<file path="src/design/psr_config.svh">
`ifndef PSR_CONFIG_SVH
`define PSR_CONFIG_SVH

// ----------------------------------------
// datapath widths
// ----------------------------------------
`define PSR_DATA_W     32        // register write data and operands
`define PSR_IPSR_W     6         // exception number field

// ----------------------------------------
// reset values
// ----------------------------------------
`define PSR_IPSR_RST   6'd3      // come out of reset at HardFault priority
`define PSR_FLAGS_RST  4'b1100   // N,Z set / C,V clear, arbitrary but known

// architected exception numbers
`define PSR_NMI_NUM    6'd2
`define PSR_HDF_NUM    6'd3

// ----------------------------------------
// options
// ----------------------------------------
// multiplier result joins the result merge while this is nonzero,
// 0 drops the whole multiplier path from the merge
`define PSR_HAS_MUL    1

`endif

</file>
<file path="src/design/psr_pkg.sv">
`include "psr_config.svh"

package psr_pkg;

   // ----------------------------------------
   // architectural flags, same order as xPSR[31:28]
   // ----------------------------------------
   typedef struct packed {
      logic n;                                   // negative
      logic z;                                   // zero
      logic c;                                   // carry / not borrow
      logic v;                                   // overflow
   } flags_t;

   // Bcc condition field, bit 0 inverts the sense
   typedef enum logic [3:0] {
      EQ = 4'b0000, NE = 4'b0001, CS = 4'b0010, CC = 4'b0011,
      MI = 4'b0100, PL = 4'b0101, VS = 4'b0110, VC = 4'b0111,
      HI = 4'b1000, LS = 4'b1001, GE = 4'b1010, LT = 4'b1011,
      GT = 4'b1100, LE = 4'b1101, AL = 4'b1110, NV = 4'b1111
   } cc_code_e;

   // MSR target, codes 01 and 11 write nothing here
   typedef enum logic [1:0] {
      SYS_APSR    = 2'b00,
      SYS_PRIMASK = 2'b10
   } sysreg_e;

   // where an xPSR load takes its value from
   typedef enum logic {
      XPSR_RETURN = 1'b0,                        // popped frame, via shifter result
      XPSR_ENTRY  = 1'b1                         // new exception number
   } xpsr_src_e;

   // ----------------------------------------
   // execute stage results
   // ----------------------------------------
   typedef struct packed {
      logic [`PSR_DATA_W-1:0] alu_res;
      logic [`PSR_DATA_W-1:0] mul_res;
      logic [`PSR_DATA_W-1:0] spu_res;           // shift / permute unit
      logic                   alu_c;
      logic                   alu_v;
      logic                   spu_n;
      logic                   spu_z;
      logic                   spu_c;
      logic                   spu_sel;           // flags come from the shifter
   } exec_result_t;

   // decode controls, one-cycle strobes
   typedef struct packed {
      logic      nz_en;
      logic      c_en;
      logic      v_en;
      logic      msr_en;
      sysreg_e   msr_sel;
      logic      xpsr_en;
      xpsr_src_e xpsr_src;
      logic      cps_en;
      logic      cps_disable;                    // 1 = CPSID, 0 = CPSIE
   } psr_ctl_t;

   // merged result plus candidate flags from execute
   typedef struct packed {
      logic [`PSR_DATA_W-1:0] res;
      flags_t                 flags;
   } cand_t;

endpackage

</file>
<file path="src/design/psr_result_merge.sv">
`timescale 1ns/1ps
`include "psr_config.svh"

module psr_result_merge (
   input  psr_pkg::exec_result_t exec_i,         // results from execute units
   output psr_pkg::cand_t        cand_o          // merged result, candidate flags
);

   // ----------------------------------------
   // result merge
   // ----------------------------------------
   // only one unit drives a nonzero result in any cycle,
   // the others return zero, so a plain OR selects it

   logic [`PSR_DATA_W-1:0] mul_res;              // multiplier, or zero when absent
   logic [`PSR_DATA_W-1:0] add_mul;              // ALU and multiplier combined
   logic                   add_mul_z;            // zero detect of add_mul

   assign mul_res   = (`PSR_HAS_MUL != 0) ? exec_i.mul_res : '0;
   assign add_mul   = exec_i.alu_res | mul_res;
   assign add_mul_z = ~|add_mul;

   assign cand_o.res = exec_i.spu_res | add_mul;

   // ----------------------------------------
   // candidate flags
   // ----------------------------------------
   // shift instructions report their own N,Z,C;
   // everything else derives N,Z from the ALU/MUL value

   always_comb begin
      if (exec_i.spu_sel) begin
         cand_o.flags.n = exec_i.spu_n;
         cand_o.flags.z = exec_i.spu_z;
         cand_o.flags.c = exec_i.spu_c;           // shifter carry out
      end else begin
         cand_o.flags.n = add_mul[`PSR_DATA_W-1]; // sign bit
         cand_o.flags.z = add_mul_z;
         cand_o.flags.c = exec_i.alu_c;
      end
      // overflow only ever comes from the adder
      cand_o.flags.v = exec_i.alu_v;
   end

endmodule

</file>
<file path="src/design/psr_flag_regs.sv">
`timescale 1ns/1ps
`include "psr_config.svh"

module psr_flag_regs (
   input  logic               hclk,
   input  logic               hreset_n,
   input  logic               hready_i,      // core advance
   input  psr_pkg::psr_ctl_t  ctl_i,         // decode strobes
   input  psr_pkg::cand_t     cand_i,        // candidate flags from merge
   input  logic               alu_v_i,       // adder overflow
   input  logic [3:0]         msr_nzcv_i,    // MSR operand bits 31:28
   input  logic [3:0]         spu_nzcv_i,    // popped xPSR bits 31:28
   output psr_pkg::flags_t    flags_o,       // architectural NZCV
   output psr_pkg::flags_t    flags_fwd_o    // NZCV forwarded from execute
);

   psr_pkg::flags_t flags_q;                 // NZCV registers
   psr_pkg::flags_t flags_nxt;               // selected next value
   psr_pkg::flags_t exec_flags;              // execute candidates

   logic ldr_flags;                          // exception return restores NZCV
   logic msr_flags;                          // MSR APSR writes NZCV
   logic std_flags;                          // ordinary data processing update
   logic nz_ena;
   logic c_ena;
   logic v_ena;

   // ----------------------------------------
   // source selection
   // ----------------------------------------
   assign ldr_flags = ctl_i.xpsr_en & (ctl_i.xpsr_src == psr_pkg::XPSR_RETURN);
   assign msr_flags = ctl_i.msr_en & (ctl_i.msr_sel == psr_pkg::SYS_APSR);
   assign std_flags = ~(ldr_flags | msr_flags);

   // V taken straight from the adder
   assign exec_flags = {cand_i.flags.n, cand_i.flags.z, cand_i.flags.c, alu_v_i};

   always_comb begin
      if (ldr_flags) begin
         flags_nxt = spu_nzcv_i;             // restore from stacked frame
      end else if (msr_flags) begin
         flags_nxt = msr_nzcv_i;
      end else begin
         flags_nxt = exec_flags;
      end
   end

   // a load or MSR writes all four, else each flag by its own enable
   assign nz_ena = hready_i & (ctl_i.nz_en | ~std_flags);
   assign c_ena  = hready_i & (ctl_i.c_en  | ~std_flags);
   assign v_ena  = hready_i & (ctl_i.v_en  | ~std_flags);

   // ----------------------------------------
   // NZCV registers
   // ----------------------------------------
   always_ff @(posedge hclk or negedge hreset_n) begin
      if (!hreset_n) begin
         flags_q <= `PSR_FLAGS_RST;
      end else begin
         if (nz_ena) begin
            flags_q.n <= flags_nxt.n;
            flags_q.z <= flags_nxt.z;        // N and Z always move together
         end
         if (c_ena) begin
            flags_q.c <= flags_nxt.c;
         end
         if (v_ena) begin
            flags_q.v <= flags_nxt.v;
         end
      end
   end

   assign flags_o = flags_q;

   // ----------------------------------------
   // forwarding to condition evaluation
   // ----------------------------------------
   // a Bcc behind an MSR gets refetched, so only the execute
   // enables matter here and the MSR/load paths stay off the late path
   assign flags_fwd_o.n = ctl_i.nz_en ? exec_flags.n : flags_q.n;
   assign flags_fwd_o.z = ctl_i.nz_en ? exec_flags.z : flags_q.z;
   assign flags_fwd_o.c = ctl_i.c_en  ? exec_flags.c : flags_q.c;
   assign flags_fwd_o.v = ctl_i.v_en  ? exec_flags.v : flags_q.v;

endmodule

</file>
<file path="src/design/psr_cond_eval.sv">
`timescale 1ns/1ps

module psr_cond_eval (
   input  psr_pkg::cc_code_e cc_code_i,      // Bcc condition field
   input  psr_pkg::flags_t   flags_i,        // forwarded NZCV
   output logic              cc_pass_o       // branch is taken
);

   // ----------------------------------------
   // code reduction
   // ----------------------------------------
   // every even code reduces to
   //   ((N|mn) == (V|mv)) & (mz | (Z^iz)) & (C|mc)
   // a set mask bit takes that flag out of the test;
   // the odd code of each pair is the inverse

   logic mask_n;
   logic mask_z;
   logic mask_c;
   logic mask_v;
   logic inv_z;                              // test Z clear instead of set
   logic pass_z;
   logic pass_even;                          // result before the bit 0 inversion

   always_comb begin
      // all masked, so AL/NV land on 1 and 0
      {mask_n, mask_z, mask_c, mask_v, inv_z} = 5'b11110;
      case (cc_code_i)
         psr_pkg::EQ, psr_pkg::NE: mask_z = 1'b0;              // Z
         psr_pkg::CS, psr_pkg::CC: mask_c = 1'b0;              // C
         psr_pkg::MI, psr_pkg::PL: mask_n = 1'b0;              // N == 1
         psr_pkg::VS, psr_pkg::VC: mask_v = 1'b0;              // 1 == V
         psr_pkg::HI, psr_pkg::LS: begin
            mask_c = 1'b0;                   // C set
            mask_z = 1'b0;
            inv_z  = 1'b1;                   // and Z clear
         end
         psr_pkg::GE, psr_pkg::LT: begin
            mask_n = 1'b0;                   // N == V
            mask_v = 1'b0;
         end
         psr_pkg::GT, psr_pkg::LE: begin
            mask_n = 1'b0;
            mask_v = 1'b0;
            mask_z = 1'b0;
            inv_z  = 1'b1;                   // N == V and Z clear
         end
         default: ;                          // reserved codes
      endcase
   end

   // ----------------------------------------
   // evaluation
   // ----------------------------------------
   assign pass_z    = mask_z | (flags_i.z ^ inv_z);
   assign pass_even = ((flags_i.n | mask_n) == (flags_i.v | mask_v)) &
                      pass_z & (flags_i.c | mask_c);

   assign cc_pass_o = pass_even ^ cc_code_i[0];

endmodule

</file>
<file path="src/design/psr_mask_ipsr.sv">
`timescale 1ns/1ps
`include "psr_config.svh"

module psr_mask_ipsr (
   input  logic                   hclk,
   input  logic                   hreset_n,
   input  logic                   hready_i,         // core advance
   input  psr_pkg::psr_ctl_t      ctl_i,            // decode strobes
   input  logic                   msr_bit0_i,       // MSR operand bit 0
   input  logic [`PSR_IPSR_W-1:0] spu_ipsr_i,       // popped xPSR exception number
   input  logic [`PSR_IPSR_W-1:0] int_num_i,        // exception being entered
   input  logic                   svc_escalate_i,   // SVCall priority too low
   output logic [`PSR_IPSR_W-1:0] ipsr_o,
   output logic                   primask_o,
   output logic                   primask_ex_o,     // next PRIMASK, forwarded
   output logic                   handler_o,        // handler mode
   output logic                   nmi_active_o,
   output logic                   hdf_active_o,
   output logic                   svc_is_undef_o
);

   logic                   primask_q;
   logic                   msr_primask;             // MSR targeting PRIMASK
   logic                   primask_en;
   logic                   primask_nxt;
   logic [`PSR_IPSR_W-1:0] ipsr_q;
   logic [`PSR_IPSR_W-1:0] ipsr_nxt;

   // ----------------------------------------
   // PRIMASK
   // ----------------------------------------
   // raised by MSR or CPSID, blocks all but NMI and HardFault
   assign msr_primask = ctl_i.msr_en & (ctl_i.msr_sel == psr_pkg::SYS_PRIMASK);
   assign primask_en  = msr_primask | ctl_i.cps_en;
   assign primask_nxt = (msr_primask & msr_bit0_i) |
                        (ctl_i.cps_en & ctl_i.cps_disable);

   // CPSID has to take effect exactly at the instruction boundary,
   // so execute sees the value before it is registered
   assign primask_ex_o = primask_en ? primask_nxt : primask_q;

   always_ff @(posedge hclk or negedge hreset_n) begin
      if (!hreset_n) begin
         primask_q <= 1'b0;
      end else if (hready_i & primask_en) begin
         primask_q <= primask_nxt;
      end
   end

   // ----------------------------------------
   // exception number
   // ----------------------------------------
   // not writable by software, only by entry and return
   assign ipsr_nxt = (ctl_i.xpsr_src == psr_pkg::XPSR_RETURN) ? spu_ipsr_i
                                                               : int_num_i;

   always_ff @(posedge hclk or negedge hreset_n) begin
      if (!hreset_n) begin
         ipsr_q <= `PSR_IPSR_RST;            // faults during boot lock up at HardFault
      end else if (hready_i & ctl_i.xpsr_en) begin
         ipsr_q <= ipsr_nxt;
      end
   end

   // ----------------------------------------
   // mode decode
   // ----------------------------------------
   assign handler_o    = |ipsr_q;            // 0 is thread mode
   assign nmi_active_o = (ipsr_q == `PSR_NMI_NUM);
   assign hdf_active_o = (ipsr_q == `PSR_HDF_NUM);

   // SVC cannot be taken at or above its own priority
   assign svc_is_undef_o = nmi_active_o | hdf_active_o | primask_q | svc_escalate_i;

   assign ipsr_o    = ipsr_q;
   assign primask_o = primask_q;

endmodule

</file>
<file path="src/design/psr_top.sv">
`timescale 1ns/1ps
`include "psr_config.svh"

module psr_top (
   input  logic                   hclk,
   input  logic                   hreset_n,
   input  logic                   hready_i,
   input  psr_pkg::exec_result_t  exec_i,         // execute results
   input  psr_pkg::psr_ctl_t      ctl_i,          // decode strobes
   input  logic [`PSR_DATA_W-1:0] msr_data_i,     // MSR source register
   input  logic [`PSR_IPSR_W-1:0] int_num_i,      // exception on entry
   input  psr_pkg::cc_code_e      cc_code_i,      // Bcc condition
   input  logic                   svc_escalate_i,
   output logic [`PSR_DATA_W-1:0] wdata_o,        // register file write data
   output psr_pkg::flags_t        apsr_o,
   output logic [`PSR_IPSR_W-1:0] ipsr_o,
   output logic                   primask_o,
   output logic                   primask_ex_o,
   output logic                   cc_pass_o,
   output logic                   handler_o,
   output logic                   nmi_active_o,
   output logic                   hdf_active_o,
   output logic                   svc_is_undef_o
);

   psr_pkg::cand_t  cand;                        // merged result and candidates
   psr_pkg::flags_t flags_fwd;                   // flags seen by Bcc

   // ----------------------------------------
   // front stage
   // ----------------------------------------
   psr_result_merge i_merge (
      .exec_i (exec_i),
      .cand_o (cand)
   );

   assign wdata_o = cand.res;

   // ----------------------------------------
   // register stage
   // ----------------------------------------
   psr_flag_regs i_flags (
      .hclk        (hclk),
      .hreset_n    (hreset_n),
      .hready_i    (hready_i),
      .ctl_i       (ctl_i),
      .cand_i      (cand),
      .alu_v_i     (exec_i.alu_v),
      .msr_nzcv_i  (msr_data_i[`PSR_DATA_W-1 -: 4]),      // APSR field
      .spu_nzcv_i  (exec_i.spu_res[`PSR_DATA_W-1 -: 4]),  // stacked APSR
      .flags_o     (apsr_o),
      .flags_fwd_o (flags_fwd)
   );

   psr_cond_eval i_cond (
      .cc_code_i (cc_code_i),
      .flags_i   (flags_fwd),
      .cc_pass_o (cc_pass_o)
   );

   psr_mask_ipsr i_mask (
      .hclk           (hclk),
      .hreset_n       (hreset_n),
      .hready_i       (hready_i),
      .ctl_i          (ctl_i),
      .msr_bit0_i     (msr_data_i[0]),
      .spu_ipsr_i     (exec_i.spu_res[`PSR_IPSR_W-1:0]), // stacked IPSR field
      .int_num_i      (int_num_i),
      .svc_escalate_i (svc_escalate_i),
      .ipsr_o         (ipsr_o),
      .primask_o      (primask_o),
      .primask_ex_o   (primask_ex_o),
      .handler_o      (handler_o),
      .nmi_active_o   (nmi_active_o),
      .hdf_active_o   (hdf_active_o),
      .svc_is_undef_o (svc_is_undef_o)
   );

endmodule

</file>
<file path="config.mk">
export PLATFORM = sky130hd
export DESIGN_NAME = psr_top
export DESIGN_NICKNAME = d
export VERILOG_FILES = /design/src/design/psr_pkg.sv /design/src/design/psr_result_merge.sv /design/src/design/psr_flag_regs.sv /design/src/design/psr_cond_eval.sv /design/src/design/psr_mask_ipsr.sv /design/src/design/psr_top.sv
export VERILOG_INCLUDE_DIRS = /design/src /design/src/design
export SDC_FILE = /design/constraint.sdc
export NUM_CORES = 1
export LEC_CHECK = 0
export BUFFER_PORTS_ARGS = -buffer_cell sky130_fd_sc_hd__buf_2
export CAP_MARGIN = 20
export CORE_AREA = 3 3 79 81
export CTS_CLUSTER_DIAMETER = 60
export DETAILED_ROUTE_END_ITERATION = 8
export DIE_AREA = 0 0 82 84
export PLACE_DENSITY = 0.66
export SLEW_MARGIN = 20
export SYNTH_ARGS = -nofsm -noshare
export SYNTH_HDL_FRONTEND = slang
export SYNTH_HIERARCHICAL = 1
export SYNTH_SLANG_ARGS = --single-unit
export TNS_END_PERCENT = 10
</file>
<file path="constraint.sdc">
create_clock -name hclk -period 6.1 [get_ports hclk]
set_clock_uncertainty 0.2 [all_clocks]
set_input_delay 0.61 -clock hclk [delete_from_list [all_inputs] [get_ports hclk]]
set_output_delay 0.61 -clock hclk [all_outputs]
set_load 0.02 [all_outputs]
</file>
==> qor.yml, run 1 <==
r2r_cells: 2
row_count: 27
numPortBuffers: 179
drtAntennaViolNets: 0
h-tree-depth: 1
dieArea_um2: 6888
leakage_nw: 1.085
dr.pass1.iters: 6
hpwl_um: 6186
final_core_util: 0.4101
via_count: 2038
powerDensity_nw_per_um2: 146.8
final-setup-viol-count: 0
die_y_um: 84
irDropWorstVdd_v: 0.00006261
drc: 0
period_needed_ns: 3.426
status: "finished, final reports clean"
avgSynthCellArea_um2: 8.017
drv_cap: 0
nets: 496
path_class: "primary input to output pin"
synth_nets: 315
grt_overflow: 0
cts_root_buffer: "clkbuf_8"
min_path_type: "primary input to asynchronous set/reset pin"
r2r_start: "i_flags/flags_o[3]"
r2r_end: "i_flags/flags_o[3]"
cts_resized: 0
worst_pin_slew_ns: 0.7702
routed_wl_um: 6791
clock_latency_ns: 0.24
cp.required_ns: 5.29
track_usage: 0.1953
die_w_um: 82
gp_congestion: 0.8432
startpoint: "exec_i[44]"
avgViaCountPerCell: 4.983
ios: 207
cp_max_fo: 2
cts.path.max_buffers: 2
synth_warnings: 6
grt_pass1_wl_um: 10250
clkTransAtPathRegs_ns: 0.05
reg2reg_slack_ns: 5.10
clock_sinks: 11
grt_antenna_before_repair: 0
final_common_cell: "buf_2"
timing.final.hold_violations: 0
cts_tree: "yes"
cts_buffers: 3
critPathLaunchType: "primary input"
rsz0062_at_grt: "no"
crit_arrival_ns: 2.62
grt_pass1_vias: 2056
syn2layout_area_growth_pct: 80.52
final_cell_mix: "buf_2, or3_1, nor4_1, nor2_1, o21ai_0"
drtIter0Drc: 95
endpoint_kind: "output pin"
drive_above_1_share: 0.5935
initial_core_util: 0.2272
post-cts-setup-buffers: 0
finalCritPeriodShare: 0.5617
antenna_cells: 0
grt_max_degree: 13
core_um2: 5540
fin_setup_tns_ns: 0
fmax_mhz: 291.9
netlist_instances: 157
ctsHoldBuffers: 0
final-max-slew-violation-count: 0
wl_per_cell_um: 16.60
slew_headroom: 0.4855
synth_area_um2: 1259
-- where the power goes --
part | switching, mW | internal (mW)
Sequential | 0.00929 | 0.0870
Clock | 0.0299 | 0.0461
Combinational | 0.0896 | 0.0718
Total | 0.129 | 0.205
-- metrics by stage --
stage | power [mW] | setup slack, ns | std cells | cell area [µm²] | hold WS, ns
finish | 0.3337 | 2.674 | 409 | 2272 | 0.05196
global route | 0.3577 | 2.383 | 409 | 2272 | 0.05945
CTS | 0.3387 | 2.613 | 409 | 2272 | 0.04825
detailed placement | 0.2598 | 2.614 | 405 | 2227 | 0.2961
global placement | 0.2570 | 2.623 | 405 | 2227 | 0.2946
floorplan | 0.1728 | 2.954 | 157 | 1259 | 0.1144
-- sequential cells by signal, summed over array words and instances (netlist names) --
name and count:
i_mask/primask_o 1, i_flags/flags_o 4, i_mask/ipsr_o 6
-- metal layers --
layer | up-vias | part of all wire | track usage
met4 | 0 | 0.012 | 0.03927
li1 | 1002 | - | -
met1 | 906 | 0.39 | 0.2347
met5 | - | 0 | 0
met2 | 122 | 0.50 | 0.3461
met3 | 8 | 0.092 | 0.04536
-- worst max-delay path, stage by stage --
cell and delay [ns]:
buf_2 0.10, nor4_1 0.33, nand4_1 0.17, nor3_1 0.27
a22o_1 0.23, nand2_1 0.06, o21ai_0 0.09, nor4_1 0.07
a311oi_1 0.21, o211ai_1 0.14, xnor2_1 0.15, buf_2 0.18
-- worst max-delay path by stage --
stage                endpoint  slack, ns  cells after the start
finish              cc_pass_o       2.67                     12
global placement    cc_pass_o       2.62                     12
CTS                 cc_pass_o       2.61                     12
floorplan           cc_pass_o       2.95                      9
detailed placement  cc_pass_o       2.61                     12
global route        cc_pass_o       2.38                     12
-- cell type report --
cell class,instances,area [µm²]
Fill cell,588,3268
Sequential cell,11,280.3
Multi-Input combinational cell,137,938.4
Timing Repair Buffer,179,895.9
Clock buffer,4,45.04
Inverter,6,22.52
Tap cell,72,90.09
(Power assumes the default switching activity.)
==> run 2: changes to the inputs <==
- CORE_AREA: 3 3 79 81 -> 3 3 80 82
- DIE_AREA: 0 0 82 84 -> 0 0 83 85
- PLACE_DENSITY: 0.66 -> not set
- clock period: 6.1 -> 3.5 ns (I/O delays scaled with it)
==> run 2 against run 1 <==
Clock power increased by 63%. Die area increased by 2.4%. Cell count increased by 0.98%. Worst setup slack got worse by 2.1 ns. Total power increased by 71%. Via count decreased by 1.9%. Utilization decreased by 1.7 points. Clock-buffer cell count unchanged. Register-to-register slack got worse by 2.6 ns.
==> qor.yml, run 2 (synthesis results as in run 1) <==
hpwl_um: 6119
cp_max_fo: 2
drive_above_1_share: 0.5917
nets: 497
grt_overflow: 0
rsz0062_at_grt: "no"
timing.final.hold_violations: 0
min_path_type: "primary input to register"
endpoint_kind: "output pin"
cts_tree: "yes"
cp_num_cells: 12
cts.path.max_buffers: 2
initial_core_util: 0.2164
clock_latency_ns: 0.23
clkTransAtPathRegs_ns: 0.05
die_w_um: 83
fmax_mhz: 345.3
slowest_delay_ns: 0.35
whs_path_depth: 3
row_count: 28
place_inst: 408
slew_headroom: 0.4583
cts_resized: 0
finalCritPeriodShare: 0.8274
dr.pass1.iters: 4
period_needed_ns: 2.896
r2r_cells: 2
numPortBuffers: 179
irDropWorstVdd_v: 0.0001435
cp.required_ns: 2.95
antenna_cells: 0
routed_wl_um: 6572
clock_sinks: 11
final-max-slew-violation-count: 0
cp.buffers_inverters: 2
final_cells: 413
drtIter0Drc: 76
path_delay_family: "simple AND/OR/NAND/NOR gates"
dieArea_um2: 7055
via_count: 2000
leakage_nw: 1.089
die_y_um: 85
final-setup-viol-count: 0
largest_reg_flops: 6
grt_max_degree: 13
core_um2: 5816
path_class: "primary input to output pin"
powerDensity_nw_per_um2: 250.2
crit_arrival_ns: 2.35
grt_pass1_vias: 1951
grt_pass1_wl_um: 9832
final_cell_mix: "buf_2, or3_1, nor4_1, nor2_1, o21ai_0"
cts_root_buffer: "clkbuf_8"
syn2layout_area_growth_pct: 81.61
slowest_stage: "nor4_1"
fin_setup_tns_ns: 0
drc: 0
drtAntennaViolNets: 0
wl_per_cell_um: 15.91
track_usage: 0.1775
path_cells: "buf_2, nor4_1, nand4_1, nor3_1, a22o_1, nand2_1, o21ai_0, nor4_1, a311oi_1, o211ai_1, xnor2_1, buf_2"
final.fill_count: 655
cts_buffers: 3
grt_antenna_before_repair: 0
h-tree-depth: 1
status: "finished, final reports clean"
drv_cap: 0
ios: 207
critPathLaunchType: "primary input"
gp_congestion: 0.8116
avgViaCountPerCell: 4.843
final_common_cell: "buf_2"
worst_pin_slew_ns: 0.8109
run 2: cell count changes in the layout (fill, tap and decap cells not counted):
cell and delta:
dlygate4sd3_1 +1
run 2: cell type report:
| class | count | area [µm²] | area share |
|---|---|---|---|
| multi-input cells | 137 | 938.4 | 0.4105 |
| repair buffers | 180 | 905.9 | 0.3963 |
| flip-flops and latches | 11 | 280.3 | 0.1226 |
| well taps | 75 | 93.84 | 0.04105 |
| clock buffers | 4 | 45.04 | 0.01970 |
| inverters | 6 | 22.52 | 0.009852 |
run 2: final timing paths:
path	slack, ns	from	to
setup / recovery	0.60	exec_i[54]	cc_pass_o
hold / removal	0.22	int_num_i[2]	i_mask/ipsr_o[2]
setup reg to reg	2.49	i_mask/ipsr_o[0]	i_mask/ipsr_o[0]
hold reg to reg	0.30	i_flags/flags_o[3]	i_flags/flags_o[3]
max in group asynchronous	2.50	hreset_n	i_mask/ipsr_o[0]
min in group asynchronous	0.33	hreset_n	i_mask/ipsr_o[4]
run 2: worst min-delay path: stages:
cell and delay (ns):
buf_2 0.08, mux2i_1 0.05, a21oi_1 0.13
run 2: metal layers:
metal  global-route usage  vias to the layer above  routed length (µm)
met1               0.2188                      894                2725
met5                    0                        -                   0
met4              0.03269                        0                  68
met3              0.04466                        6                 495
li1                     -                     1003                   -
met2               0.3156                       97                3284
run 2: through the flow:
stage / power (mW) / area [µm²] / util / hold WS, ns / worst slack (ns)
final: 0.5719 / 2286 / 0.3931 / 0.2209 / 0.6040
after CTS: 0.5826 / 2286 / 0.3931 / 0.2139 / 0.5515
after global routing: 0.6170 / 2286 / 0.3931 / 0.2403 / 0.4154
after floorplan: 0.3012 / 1259 / - / -0.1456 / 0.8737
after detailed placement: 0.4520 / 2231 / 0.3836 / 0.04278 / 0.5528
after global placement: 0.4472 / 2231 / 0.3836 / 0.04253 / 0.5838
run 2: timing repair:
item,in CTS,in global routing
hold endpoints to repair,7,0
hold buffers,1,0
setup buffers,0,0
run 2: where the power goes:
| part | switching (mW) | internal [mW] |
|---|---|---|
| logic | 0.155 | 0.126 |
| registers | 0.0151 | 0.152 |
| clock network | 0.0447 | 0.0797 |
| total | 0.215 | 0.357 |
